File: src/source/cpu_host_pkg.sv
//////////////////////////////
// cpu host link package
// host op codes, word types, address map and the
// data-segment table used by the boot loader
//////////////////////////////

package cpu_host_pkg;

    // command on the host link
    typedef enum logic [1:0] {
        OP_IDLE  = 2'b00,
        OP_READ  = 2'b01,
        OP_WRITE = 2'b11
    } host_op_t;

    typedef logic [31:0] data_t;      // data memory word
    typedef logic [31:0] instr_t;     // instruction word
    typedef logic [15:0] addr_t;      // core byte address
    typedef logic [63:0] host_addr_t;

    //////////////////////////////
    // address map
    //////////////////////////////

    localparam addr_t WORD_BYTES    = 16'd4;
    localparam int    SEG_WORDS     = 16;
    localparam int    DM_SEGS       = 17;
    localparam int    IM_SEGS       = 48;
    localparam addr_t IM_SEG_STRIDE = 16'd64;
    localparam int    IM_SPACE_BIT  = 48;     // marks instruction space on the host
    localparam addr_t HOST_BASE     = 16'h9000;

    localparam int DM_WORDS = int'(HOST_BASE / WORD_BYTES);
    localparam int IM_WORDS = IM_SEGS * SEG_WORDS;

    localparam int SEG_IDX_W  = 6;
    localparam int WORD_IDX_W = 4;

    // data segments are not evenly spaced, last one sits low
    localparam addr_t DM_SEG_BASE [DM_SEGS] = '{
        16'h1000, 16'h1040, 16'h1100, 16'h1140,
        16'h2000, 16'h2040, 16'h2100, 16'h2140,
        16'h3000, 16'h3040, 16'h3100, 16'h3140,
        16'h4000, 16'h4040, 16'h4100, 16'h4140,
        16'h0100
    };

endpackage

File: src/source/seg_addr_gen.sv
//////////////////////////////
// boot segment address generator
// segment and word counters, host read base and
// memory byte address per beat
//////////////////////////////

`timescale 1ns/1ps

module seg_addr_gen (
    input  logic                     clk,
    input  logic                     rst_n,
    input  logic                     load_im,
    input  logic                     beat_en,
    input  logic                     seg_step,
    output cpu_host_pkg::host_addr_t host_rd_addr,
    output cpu_host_pkg::addr_t      mem_wr_addr,
    output logic                     seg_last_word,
    output logic                     seg_last
);

    typedef logic [cpu_host_pkg::SEG_IDX_W-1:0]          seg_idx_t;
    typedef logic [cpu_host_pkg::WORD_IDX_W-1:0]         word_idx_t;
    typedef logic [$clog2(cpu_host_pkg::DM_SEGS)-1:0]    dm_idx_t;

    seg_idx_t            seg_idx;
    seg_idx_t            seg_cur;
    word_idx_t           word_idx;
    logic                load_im_q;
    logic                phase_start;
    cpu_host_pkg::addr_t seg_base;

    // index reads as zero in the first cycle of the instruction phase
    assign phase_start = load_im && !load_im_q;
    assign seg_cur     = phase_start ? '0 : seg_idx;

    always_ff @(posedge clk or negedge rst_n) begin
        if (!rst_n) begin
            seg_idx   <= '0;
            word_idx  <= '0;
            load_im_q <= 1'b0;
        end else begin
            load_im_q <= load_im;
            if (beat_en) word_idx <= word_idx + 1'b1;   // wraps after 16 beats
            if (seg_step) begin
                seg_idx <= seg_cur + 1'b1;
            end else if (phase_start) begin
                seg_idx <= '0;
            end
        end
    end

    assign seg_base = load_im ?
                      cpu_host_pkg::addr_t'(seg_cur) * cpu_host_pkg::IM_SEG_STRIDE :
                      cpu_host_pkg::DM_SEG_BASE[dm_idx_t'(seg_cur)];

    assign mem_wr_addr  = seg_base + cpu_host_pkg::addr_t'(word_idx) * cpu_host_pkg::WORD_BYTES;
    assign host_rd_addr = cpu_host_pkg::host_addr_t'(seg_base) |
                          (cpu_host_pkg::host_addr_t'(load_im) << cpu_host_pkg::IM_SPACE_BIT);

    assign seg_last_word = word_idx == word_idx_t'(cpu_host_pkg::SEG_WORDS - 1);
    assign seg_last      = seg_cur == (load_im ? seg_idx_t'(cpu_host_pkg::IM_SEGS - 1) :
                                                 seg_idx_t'(cpu_host_pkg::DM_SEGS - 1));

endmodule

File: config.mk
export PLATFORM = sky130hd
export DESIGN_NAME = seg_addr_gen
export DESIGN_NICKNAME = d
export VERILOG_FILES = /design/src/source/cpu_host_pkg.sv /design/src/source/seg_addr_gen.sv
export SDC_FILE = /design/constraint.sdc
export NUM_CORES = 1
export LEC_CHECK = 0
export BUFFER_PORTS_ARGS = -buffer_cell sky130_fd_sc_hd__buf_2
export CAP_MARGIN = 20
export CORE_MARGIN = 1.5
export CORE_UTILIZATION = 36
export DETAILED_ROUTE_END_ITERATION = 7
export GPL_ROUTABILITY_DRIVEN = 0
export MAX_ROUTING_LAYER = met4
export PLACE_DENSITY = 0.77
export SYNTH_ARGS = -nofsm -noshare
export SYNTH_HDL_FRONTEND = slang
export SYNTH_SLANG_ARGS = --single-unit
File: constraint.sdc
create_clock -name clk -period 1.7 [get_ports clk]
set_clock_uncertainty 0.15 [all_clocks]
set_input_delay 0.255 -clock clk [delete_from_list [all_inputs] [get_ports clk]]
set_output_delay 0.255 -clock clk [all_outputs]
set_load 0.02 [all_outputs]
==> results <==
- The checks that failed: setup timing.
- Walking the worst path, the cells encountered are or4_1 > o22ai_1 > and3b_2 > buf_6.
- In this run, synthesis inferred 0 flip-flops with an integrated enable.
- The worst setup path is launched from a flip-flop.
- The flop and latch count out of synthesis is 11.
- The shortest clock period the worst path allows after layout is 2120 ps.
- Compared with the post-synthesis result, the final layout area differs by 7.33%.
- The die is roughly 59 um wide.
- The category of cells accounting for the largest share of critical-path delay is simple AND/OR/NAND/NOR gates.
- Of the cells placed in the final design, the portion with a size suffix greater than 1 is approximately a third.
- Dividing the detail-routed wire length by the instance count gives 9.41 um.
- Once placement completed, the tool counted placed cells totaling roughly 190.
- The count of yosys warnings during synthesis is 0.
- Summing all multi-input logic gate instances after layout gives about 590 um^2.
- The kind of path behind the tightest hold check is input pin to flip-flop.
- The area of the core region is ~0.0030 mm^2.
- CTS placed an instance of sky130_fd_sc_hd__clkbuf_4 at the clock tree root.
- The final standard cell count with taps included and fillers excluded is approximately 190.
- After the first detailed-routing iteration, the DRC count stood at 39.
- The part of the total power dissipated in sequential elements is ~30%.
- In this run the worst path has a maximum fanout of 2.
- The tool flagged a number of max-cap violations equal to 0.
- The via count of the first global-routing pass came to 513.
- The clock latency of the later-clocked register in the worst-skew pair is 260 ps.
- The first global-routing pass estimated around 2.2 mm of wire.
- After synthesis the cells add up to roughly 0.0011 mm^2.
- The die covers roughly 0.0035 mm^2.
- The most frequent standard cell in the layout excluding fill and tap cells is sky130_fd_sc_hd__conb_1.
- The final count of hold timing violations is 0.
- After synthesis, the share of flip-flops with an asynchronous set or reset is 100%.
- The setup check on the worst reg-to-reg path leaves a slack of between 200 and 300 ps.
- The worst-case IR drop observed on VDD is roughly 220 uV.
- In this run the mean area of a mapped cell was between 8 and 9 um^2.
- Dividing total power by cell area gives a power density of ~1200 mW/mm^2.
- Synthesis produced between 100 and 150 cells.
- Of the available clock period, the critical path in the final layout requires 125%.
- Timing analysis after detailed placement gives a worst setup slack of -60.4 ps.
- The deepest level of the CTS H-tree is 1.
- Synthesis instantiated 26 different standard cells from the library.
- Setup repair after global routing could not meet its margin everywhere.
- The count of pins over their slew limit came to 0.
- After detailed routing, the number of remaining DRC violations is 0.
- The register clock-pin slew on the reported worst setup and hold paths is roughly 70 ps.
- After detailed routing, the number of vias per cell comes to around 3.9.
- The run finished, with violations left.
- The wire length reported by the detailed router is ~1.8 mm.
- The number of nets still failing antenna checks after routing is 0.
- In this run, CTS created clock tree buffers numbering 3.
- The initial utilization of the core area, before any placement, comes to 37.5%.
- The number of buffers and inverters on the critical path is 1.
- The logic gate share of total power is ~58%.
- STA classifies the critical path endpoint as an output port.
- The highest attainable clock frequency is roughly 470 MHz.
- For this design the static power due to leakage is between 0.6 and 0.7 nW.
- The final-layout fill cell count is 300.
- The number of nets in the layout is ~170.
- The worst-case clock buffer depth is 2.
- The number of cell rows is 20.
- The die extent in y is 58.9 um.
- The kind of critical path is flip-flop to output port.
- The count of buffers added on input and output ports is 29.
- The switching share of power is between 40% and 50%.
- The clock network fraction of design power is approximately an eighth.
- The delay of the slowest cell on the worst path is 530 ps.
- The part of the Yosys area used for sequential elements is 24.4%.
- For this block, the via count after detailed routing is 750.
- STA puts the critical path data arrival time at between 1500 and 2000 ps.
- The library cells used most frequently in the layout, excluding fill and tap cells, are 57 x sky130_fd_sc_hd__conb_1, 20 x sky130_fd_sc_hd__buf_2, 11 x sky130_fd_sc_hd__dfrtp_1.
- Entering global routing, the biggest net connects 12 pins.
- In the final layout, flip-flops and latches occupy ~280 um^2.
- The number of placed I/O pins is 87.
- Setup violations remaining at the end of the flow were counted as 1.
- Cell internal power was estimated by the tool at 0.752 mW.
- For this run, the leading register cell type out of synthesis is sky130_fd_sc_hd__dfrtp_1.
- The placed wire-length estimate after detailed placement is ~1.2 mm.
- The data required time of the worst path is 1290 ps.
- The post-route setup TNS is -424 ps.
- The tree built by TritonCTS fans out to 11 sinks.
- The number of antenna violations at the first check in global routing was 0.
- The highest-delay cell along the critical path is sky130_fd_sc_hd__or4_1.
- The number of detailed-routing iterations run before antenna repair is 4.
- The switching power of the nets is 0.668 mW.
- The smallest setup slack after layout is -424 ps.
- For this run the aggregate overflow at the end of global routing stands at 0.
- Global routing used 8.73% of the available tracks across all layers.
- The antenna diode count is 0.
- The TritonCTS clock tree is done.
## kinds of logic (layout without fill, tap and decap cells)
kind of cell | after synthesis | in the layout | share of synthesized area (%)
buf+inv | 71 | 43 | 47.1
simple gates | 30 | 30 | 14.3
flops | 11 | 11 | 24.4
xor+xnor | 8 | 8 | 6.22
compound gates | 7 | 7 | 3.22
fa+ha+maj | 3 | 3 | 3.33
other cells | 1 | 57 | 0.333
mux | 1 | 1 | 1.00
## cell usage after synthesis, drive strengths merged, types with 2 or more instances
master / count / share of area (%)
ha: 3 / 3.3
dfrtp: 11 / 24
buf: 70 / 47
a21oi: 2 / 0.89
nand2: 5 / 1.7
nor2: 4 / 1.3
or3: 2 / 1.1
and2: 3 / 1.7
nand3: 3 / 1.3
and3: 3 / 1.7
nor3: 3 / 1.3
nand4: 3 / 1.7
o21ai: 4 / 1.8
xnor2: 4 / 3.1
xor2: 4 / 3.1
## flip-flops by register name (all words and copies together), names as in the netlist
signal,cells
word_idx,4
load_im_q,1
seg_idx,6
## worst register-to-register path, cell delays in order, from the launching register on
cell and delay, ps:
sky130_fd_sc_hd__dfrtp_1 360, sky130_fd_sc_hd__buf_4 150, sky130_fd_sc_hd__nand3_1 150, sky130_fd_sc_hd__or3_1 380, sky130_fd_sc_hd__a21oi_1 160
## metrics by stage
| step | total power [mW] | hold slack, ps | util (%) | cell area (um^2) |
|---|---|---|---|---|
| after global placement | 1.14 | -12.0 | 35.2 | 1060 |
| final | 1.42 | 34.1 | 40.3 | 1210 |
| after global routing | 1.53 | 12.1 | 40.3 | 1210 |
| after detailed placement | 1.15 | -8.30 | 35.2 | 1060 |
| after floorplan | 1.11 | -191 | - | 1350 |
| after CTS | 1.36 | 22.1 | 37.5 | 1120 |
## routing by layer
metal  global-route usage (%)  vias up  share of wire, %
met1                     11.0      349                41
met2                     12.9       40                53
met5                        -        -                 0
met3                     1.98        0               5.6
met4                     4.87        0                 0
li1                         -      361                 -
## worst paths after layout
check	from	endpoint	depth (start not counted)
max	seg_idx[2]	seg_last	4
min	load_im	load_im_q	1
max reg2reg	seg_idx[0]	seg_idx[4]	4
min reg2reg	word_idx[3]	word_idx[3]	1
max in group asynchronous	rst_n	seg_idx[0]	2
min in group asynchronous	rst_n	word_idx[3]	2
## area by class of cell
type / count / share of cell area (%)
Clock buffer: 4 / 2.17
Multi-Input combinational cell: 106 / 48.9
Sequential cell: 11 / 22.8
Tap cell: 33 / 3.42
Timing Repair Buffer: 39 / 22.8
## power by group through the flow
stage / clock network [mW] / registers [mW] / logic [mW]
6_report: 0.179 / 0.420 / 0.822
5_1_grt: 0.202 / 0.433 / 0.895
4_1_cts: 0.185 / 0.423 / 0.755
3_5_place_dp: 0 / 0.428 / 0.726
3_3_place_gp: 0 / 0.425 / 0.720
2_1_floorplan: 0 / 0.492 / 0.614
## repair_timing
action,in CTS,in global routing
endpoints found under the hold margin,11,0
buffers inserted,0,2
endpoints found under the setup margin,7,12
resized for setup,9,19
pin swaps,1,2
hold buffers,1,0
No activity file was read; power rests on OpenSTA's default activity.
