<file path="config.mk">
export PLATFORM = sky130hd
export DESIGN_NAME = host_link_fsm
export DESIGN_NICKNAME = d
export VERILOG_FILES = /design/src/source/cpu_host_pkg.sv /design/src/source/host_link_fsm.sv
export SDC_FILE = /design/constraint.sdc
export NUM_CORES = 1
export LEC_CHECK = 0
export BUFFER_PORTS_ARGS = -buffer_cell sky130_fd_sc_hd__buf_2
export CAP_MARGIN = 0
export CORE_ASPECT_RATIO = 1.25
export CORE_MARGIN = 4
export CORE_UTILIZATION = 34
export CTS_BUF_LIST = sky130_fd_sc_hd__clkbuf_4
export DETAILED_ROUTE_END_ITERATION = 16
export GPL_ROUTABILITY_DRIVEN = 0
export MAX_ROUTING_LAYER = met4
export PLACE_DENSITY = 0.87
export SYNTH_ARGS = -nofsm -noshare
export SYNTH_HDL_FRONTEND = slang
export SYNTH_SLANG_ARGS = --single-unit
export TNS_END_PERCENT = 100
</file>
<file path="constraint.sdc">
create_clock -name clk -period 2.2 [get_ports clk]
set_clock_uncertainty 0.15 [all_clocks]
set_input_delay 0.11 -clock clk [delete_from_list [all_inputs] [get_ports clk]]
set_output_delay 0.11 -clock clk [all_outputs]
set_load 0.01 [all_outputs]
</file>
<file path="src/source/cpu_host_pkg.sv">
//////////////////////////////
// cpu host link package
// host op codes, word types, address map and the
// data-segment table used by the boot loader
//////////////////////////////

package cpu_host_pkg;

    // command on the host link
    typedef enum logic [1:0] {
        OP_IDLE  = 2'b00,
        OP_READ  = 2'b01,
        OP_WRITE = 2'b11
    } host_op_t;

    typedef logic [31:0] data_t;      // data memory word
    typedef logic [31:0] instr_t;     // instruction word
    typedef logic [15:0] addr_t;      // core byte address
    typedef logic [63:0] host_addr_t;

    //////////////////////////////
    // address map
    //////////////////////////////

    localparam addr_t WORD_BYTES    = 16'd4;
    localparam int    SEG_WORDS     = 16;
    localparam int    DM_SEGS       = 17;
    localparam int    IM_SEGS       = 48;
    localparam addr_t IM_SEG_STRIDE = 16'd64;
    localparam int    IM_SPACE_BIT  = 48;     // marks instruction space on the host
    localparam addr_t HOST_BASE     = 16'h9000;

    localparam int DM_WORDS = int'(HOST_BASE / WORD_BYTES);
    localparam int IM_WORDS = IM_SEGS * SEG_WORDS;

    localparam int SEG_IDX_W  = 6;
    localparam int WORD_IDX_W = 4;

    // data segments are not evenly spaced, last one sits low
    localparam addr_t DM_SEG_BASE [DM_SEGS] = '{
        16'h1000, 16'h1040, 16'h1100, 16'h1140,
        16'h2000, 16'h2040, 16'h2100, 16'h2140,
        16'h3000, 16'h3040, 16'h3100, 16'h3140,
        16'h4000, 16'h4040, 16'h4100, 16'h4140,
        16'h0100
    };

endpackage

</file>
<file path="src/source/host_link_fsm.sv">
//////////////////////////////
// host link controller
// sequences the boot segment reads, then routes core
// stores to data memory or out to the host
//////////////////////////////

`timescale 1ns/1ps

module host_link_fsm (
    input  logic                     clk,
    input  logic                     rst_n,
    input  logic                     host_rd_valid,
    input  logic                     host_tx_done,
    input  cpu_host_pkg::host_addr_t host_rd_addr,
    input  logic                     seg_last_word,
    input  logic                     seg_last,
    input  logic                     core_st_valid,
    input  cpu_host_pkg::addr_t      core_st_addr,
    input  cpu_host_pkg::data_t      core_st_data,
    output cpu_host_pkg::host_op_t   host_op,
    output cpu_host_pkg::host_addr_t host_addr,
    output cpu_host_pkg::data_t      host_wr_data,
    output logic                     load_im,
    output logic                     beat_en,
    output logic                     seg_step,
    output logic                     dm_wr_en,
    output logic                     im_wr_en,
    output logic                     core_st_ready,
    output logic                     boot_done
);

    typedef enum logic [2:0] {
        BOOT_DM,
        SEG_GAP_DM,
        BOOT_IM,
        SEG_GAP_IM,
        RUN,
        HOST_WR
    } state_t;

    state_t                 state;
    state_t                 next_state;
    cpu_host_pkg::host_op_t next_op;
    cpu_host_pkg::addr_t    host_wr_addr;
    logic                   st_low;
    logic                   st_open;
    logic                   st_local;
    logic                   st_fwd;
    logic                   last_beat;

    //////////////////////////////
    // store routing
    //////////////////////////////

    assign st_low   = core_st_addr < cpu_host_pkg::HOST_BASE;
    assign st_open  = boot_done && (state != HOST_WR);  // no store while host write pending
    assign st_local = st_open && core_st_valid && st_low;
    assign st_fwd   = st_open && core_st_valid && !st_low;

    assign load_im   = (state != BOOT_DM) && (state != SEG_GAP_DM);
    assign beat_en   = host_rd_valid && (state == BOOT_DM || state == BOOT_IM);
    assign last_beat = beat_en && seg_last_word;
    assign dm_wr_en  = (beat_en && state == BOOT_DM) || st_local;
    assign im_wr_en  = beat_en && state == BOOT_IM;

    assign core_st_ready = st_local || (state == HOST_WR && host_tx_done);

    assign host_addr = (host_op == cpu_host_pkg::OP_WRITE) ?
                       cpu_host_pkg::host_addr_t'(host_wr_addr) : host_rd_addr;

    //////////////////////////////
    // next state
    //////////////////////////////

    always_comb begin
        next_state = state;
        seg_step   = 1'b0;
        case (state)
            BOOT_DM: begin
                if (last_beat) next_state = SEG_GAP_DM;
            end
            SEG_GAP_DM: begin
                seg_step   = !seg_last;
                next_state = seg_last ? BOOT_IM : BOOT_DM;
            end
            BOOT_IM: begin
                if (last_beat) next_state = SEG_GAP_IM;
            end
            SEG_GAP_IM: begin
                seg_step = !seg_last;
                if (!seg_last) begin
                    next_state = BOOT_IM;
                end else if (st_fwd) begin
                    next_state = HOST_WR;   // boot already done here
                end else begin
                    next_state = RUN;
                end
            end
            RUN: begin
                if (st_fwd) next_state = HOST_WR;
            end
            HOST_WR: begin
                if (host_tx_done) next_state = RUN;
            end
            default: next_state = BOOT_DM;
        endcase
    end

    // host op is registered off the next state
    always_comb begin
        case (next_state)
            BOOT_DM, BOOT_IM: next_op = cpu_host_pkg::OP_READ;
            HOST_WR:          next_op = cpu_host_pkg::OP_WRITE;
            default:          next_op = cpu_host_pkg::OP_IDLE;
        endcase
    end

    always_ff @(posedge clk or negedge rst_n) begin
        if (!rst_n) begin
            state     <= BOOT_DM;
            host_op   <= cpu_host_pkg::OP_IDLE;
            boot_done <= 1'b0;
        end else begin
            state   <= next_state;
            host_op <= next_op;
            if (state == BOOT_IM && last_beat && seg_last)
                boot_done <= 1'b1;  // sticky until reset
        end
    end

    // high store held on the host lines until transfer done
    always_ff @(posedge clk) begin
        if (st_fwd) begin
            host_wr_addr <= core_st_addr;
            host_wr_data <= core_st_data;
        end
    end

endmodule

</file>
==> flow_summary.ini <==
[layout]
area_delta_synth_final_pct = 78.5
fin_area_um2 = 4160
final_cells = 523
nFillCells = 514
final_nets = 553
drive_above_1_share_pct = 58.9

[yosys]
seq_area_frac_synth_pct = 68.4
postSynthAreaPerCell_um2 = 14.8
synth.net_count = 276
ys_types = 27
syn_area_um2 = 2330
yosysWarnings = 0
syn_inst = 157
ys_ff_latch = 54

[timing]
slew_headroom_pct = 81.8
hold_viol = 0
clock.fmax_mhz = 513
rsz0062_at_grt = false
tns_ps = 0
finalSetupViolations = 0
worstMarginPinSlew_ps = 271
min_period_ps = 1950
drv_slew = 0
setup_ws_ps = 252
fin_crit_sh_pct = 88.6

[die]
die_area_um2 = 8240
rows = 33
fp.coreArea_um2 = 6610
die_w_um = 82
pin_count = 224
die_y_um = 101
initial_core_util_pct = 35.2

[clock_network]
cts_hold_buf = 53
cts-htree-levels = 2
cts_tree = built
cts-root-buf = clkbuf_4
post_cts_buffers = 0
cts.sinks = 54
clockBufferDepth = 2
cts_buffers = 5
cts_resized = 0
clk_latency_ps = 360
cts.clk_slew.worst_paths_ps = 160

[placed_design]
portBuffers = 223
dpl.cell_count = 461
preCtsSetupSlack_ps = 557
placed_area_um2 = 3560
dp_hpwl_um = 5940

[status]
status = finished clean

[setup_path]
path_cells = and4bb_4, a21o_1, o41ai_2, buf_2
path_max_fanout = 11
crit_type = reg -> out
cpPeakStageDelay_ps = 530
startpoint_type = flop
crit_path_end_kind = primary output
worst_ep_arrival_time_ps = 1690
cpMaxStageDelayCell = dfrtp_1
required_ps = 1940

[power]
p_sw_share_pct = 23.4
pwr-share-clk_pct = 24.4
intPower_mw = 1.46
vdd_ir_drop_max_uv = 498
p_leak_nw = 1.96
seq_power_share_pct = 58.5
comb_power_share_pct = 17.1
switching_power_uw = 446
p_per_area_nw_per_um2 = 459
power_mw = 1.91

[detailed_routing]
drc = 0
postRouteAntennaNets = 0
avgRoutedWirePerCell_um = 15.7
drtIter0Drc = 58
wl_um = 8210
first_pass_iters = 4
vias_per_cell = 4.45
via_count = 2326

[global_route]
grt_usage_pct = 19.5
grt_start_max_net_pins = 60
grt_pass1_vias = 2368
overflow = 0
grt_pass1_wl_um = 11600
antenna_found_initial = 1

[job]
drv_cap = 0

[min_path]
hold_path.class = in -> reg
-- stage by stage --
stage / utilization (%) / hold WS [ps]
floorplan: - / -336
global placement: 53.8 / -205
detailed placement: 53.8 / -204
CTS: 62.9 / 6.12
global route: 62.9 / 25.5
finish: 62.9 / 31.9
-- critical path: cells and delay by family (launching register included) --
family	cells	cell delay, ps
AO/OA/AOI/OAI	2	370
buffers and inverters	1	180
flip-flops	1	530
AND/OR/NAND/NOR	1	260
-- final timing paths --
| check | from | endpoint | slack [ps] | cells past startpoint |
|---|---|---|---|---|
| worst max-delay path | state[2]$_DFF_PN0_ | core_st_ready | 250 | 4 |
| worst min-delay path | host_rd_valid | host_op[0]$_DFF_PN0_ | 30 | 3 |
| worst max register to register | state[1]$_DFF_PN0_ | host_wr_addr[2]$_DFFE_PP_ | 520 | 3 |
| worst min register to register | boot_done$_DFFE_PN0P_ | boot_done$_DFFE_PN0P_ | 360 | 1 |
| max in group asynchronous | rst_n | boot_done$_DFFE_PN0P_ | 1150 | 3 |
| min in group asynchronous | rst_n | state[2]$_DFF_PN0_ | 530 | 3 |
-- synthesized netlist by cell type --
cell type,count,area [µm²]
o31a_1,1,8.76
clkbuf_1,4,15.0
buf_2,3,15.0
or2_2,1,6.26
nand3b_1,2,15.0
a31oi_1,1,6.26
o21ai_0,1,5.00
inv_1,2,7.51
and4b_1,1,10.0
and2_1,49,307
dfrtp_1,6,150
buf_4,1,7.51
nand2_1,4,15.0
o2111ai_2,1,15.0
o41ai_2,1,16.3
a31o_2,1,8.76
nor3_1,1,5.00
nand2_2,1,6.26
and3_1,2,12.5
edfxtp_1,48,1440
nor3b_1,2,15.0
a21o_1,1,7.51
and4bb_4,1,16.3
nand2b_1,3,18.8
nor2_1,2,7.51
mux2_2,16,180
xor2_1,1,8.76
-- power by group through the flow --
stage | clock network [mW] | logic [mW] | registers, mW
2_1_floorplan | 0 | 0.0824 | 1.14
3_3_place_gp | 0 | 0.243 | 1.14
3_5_place_dp | 0 | 0.249 | 1.14
4_1_cts | 0.480 | 0.322 | 1.11
5_1_grt | 0.526 | 0.352 | 1.12
6_report | 0.465 | 0.325 | 1.11
-- state kept, by name (all words and copies together) (netlist names) --
name	flops
state	3
host_wr_addr	16
host_op	2
boot_done	1
host_wr_data	32
-- cell usage in the layout (no fill, tap or decap), types with 2 or more instances in the layout --
cell type and count:
buf_2 223, dlygate4sd3_1 53, and2_1 49, edfxtp_1 48
mux2_2 16, dfrtp_1 6, clkbuf_4 5, nand2_1 4
nand2b_1 3, nand3b_1 2, nor3b_1 2, nor2_1 2
inv_1 2, clkinv_4 2, buf_12 2
-- routing by layer --
| layer | global-route usage [%] | part of all wire [%] |
|---|---|---|
| met1 | 19.5 | 34 |
| met2 | 36.2 | 54 |
| met3 | 4.20 | 9.9 |
| met4 | 6.91 | 2.4 |
| met5 | - | 0 |
-- layout make-up --
class                           count  area [µm²]  share of cell area (%)
Antenna cell                        1        2.50                  0.0602
Clock buffer                        5        37.5                   0.903
Clock inverter                      3        28.8                   0.693
Inverter                            2        7.51                   0.181
Multi-Input combinational cell     93         692                    16.7
Sequential cell                    54        1590                    38.3
Tap cell                           87         109                    2.62
Timing Repair Buffer              278        1690                    40.6
-- logic make-up (layout without fill, tap and decap cells) --
| family | Yosys count | in the layout | share of synthesized area (%) |
|---|---|---|---|
| mux | 16 | 16 | 7.74 |
| xor+xnor | 1 | 1 | 0.376 |
| simple gates | 69 | 69 | 18.7 |
| buf+inv | 10 | 288 | 1.94 |
| flops | 54 | 54 | 68.4 |
| compound gates | 7 | 7 | 2.90 |
| other cells | 0 | 1 | 0 |
(Power assumes the default switching activity.)
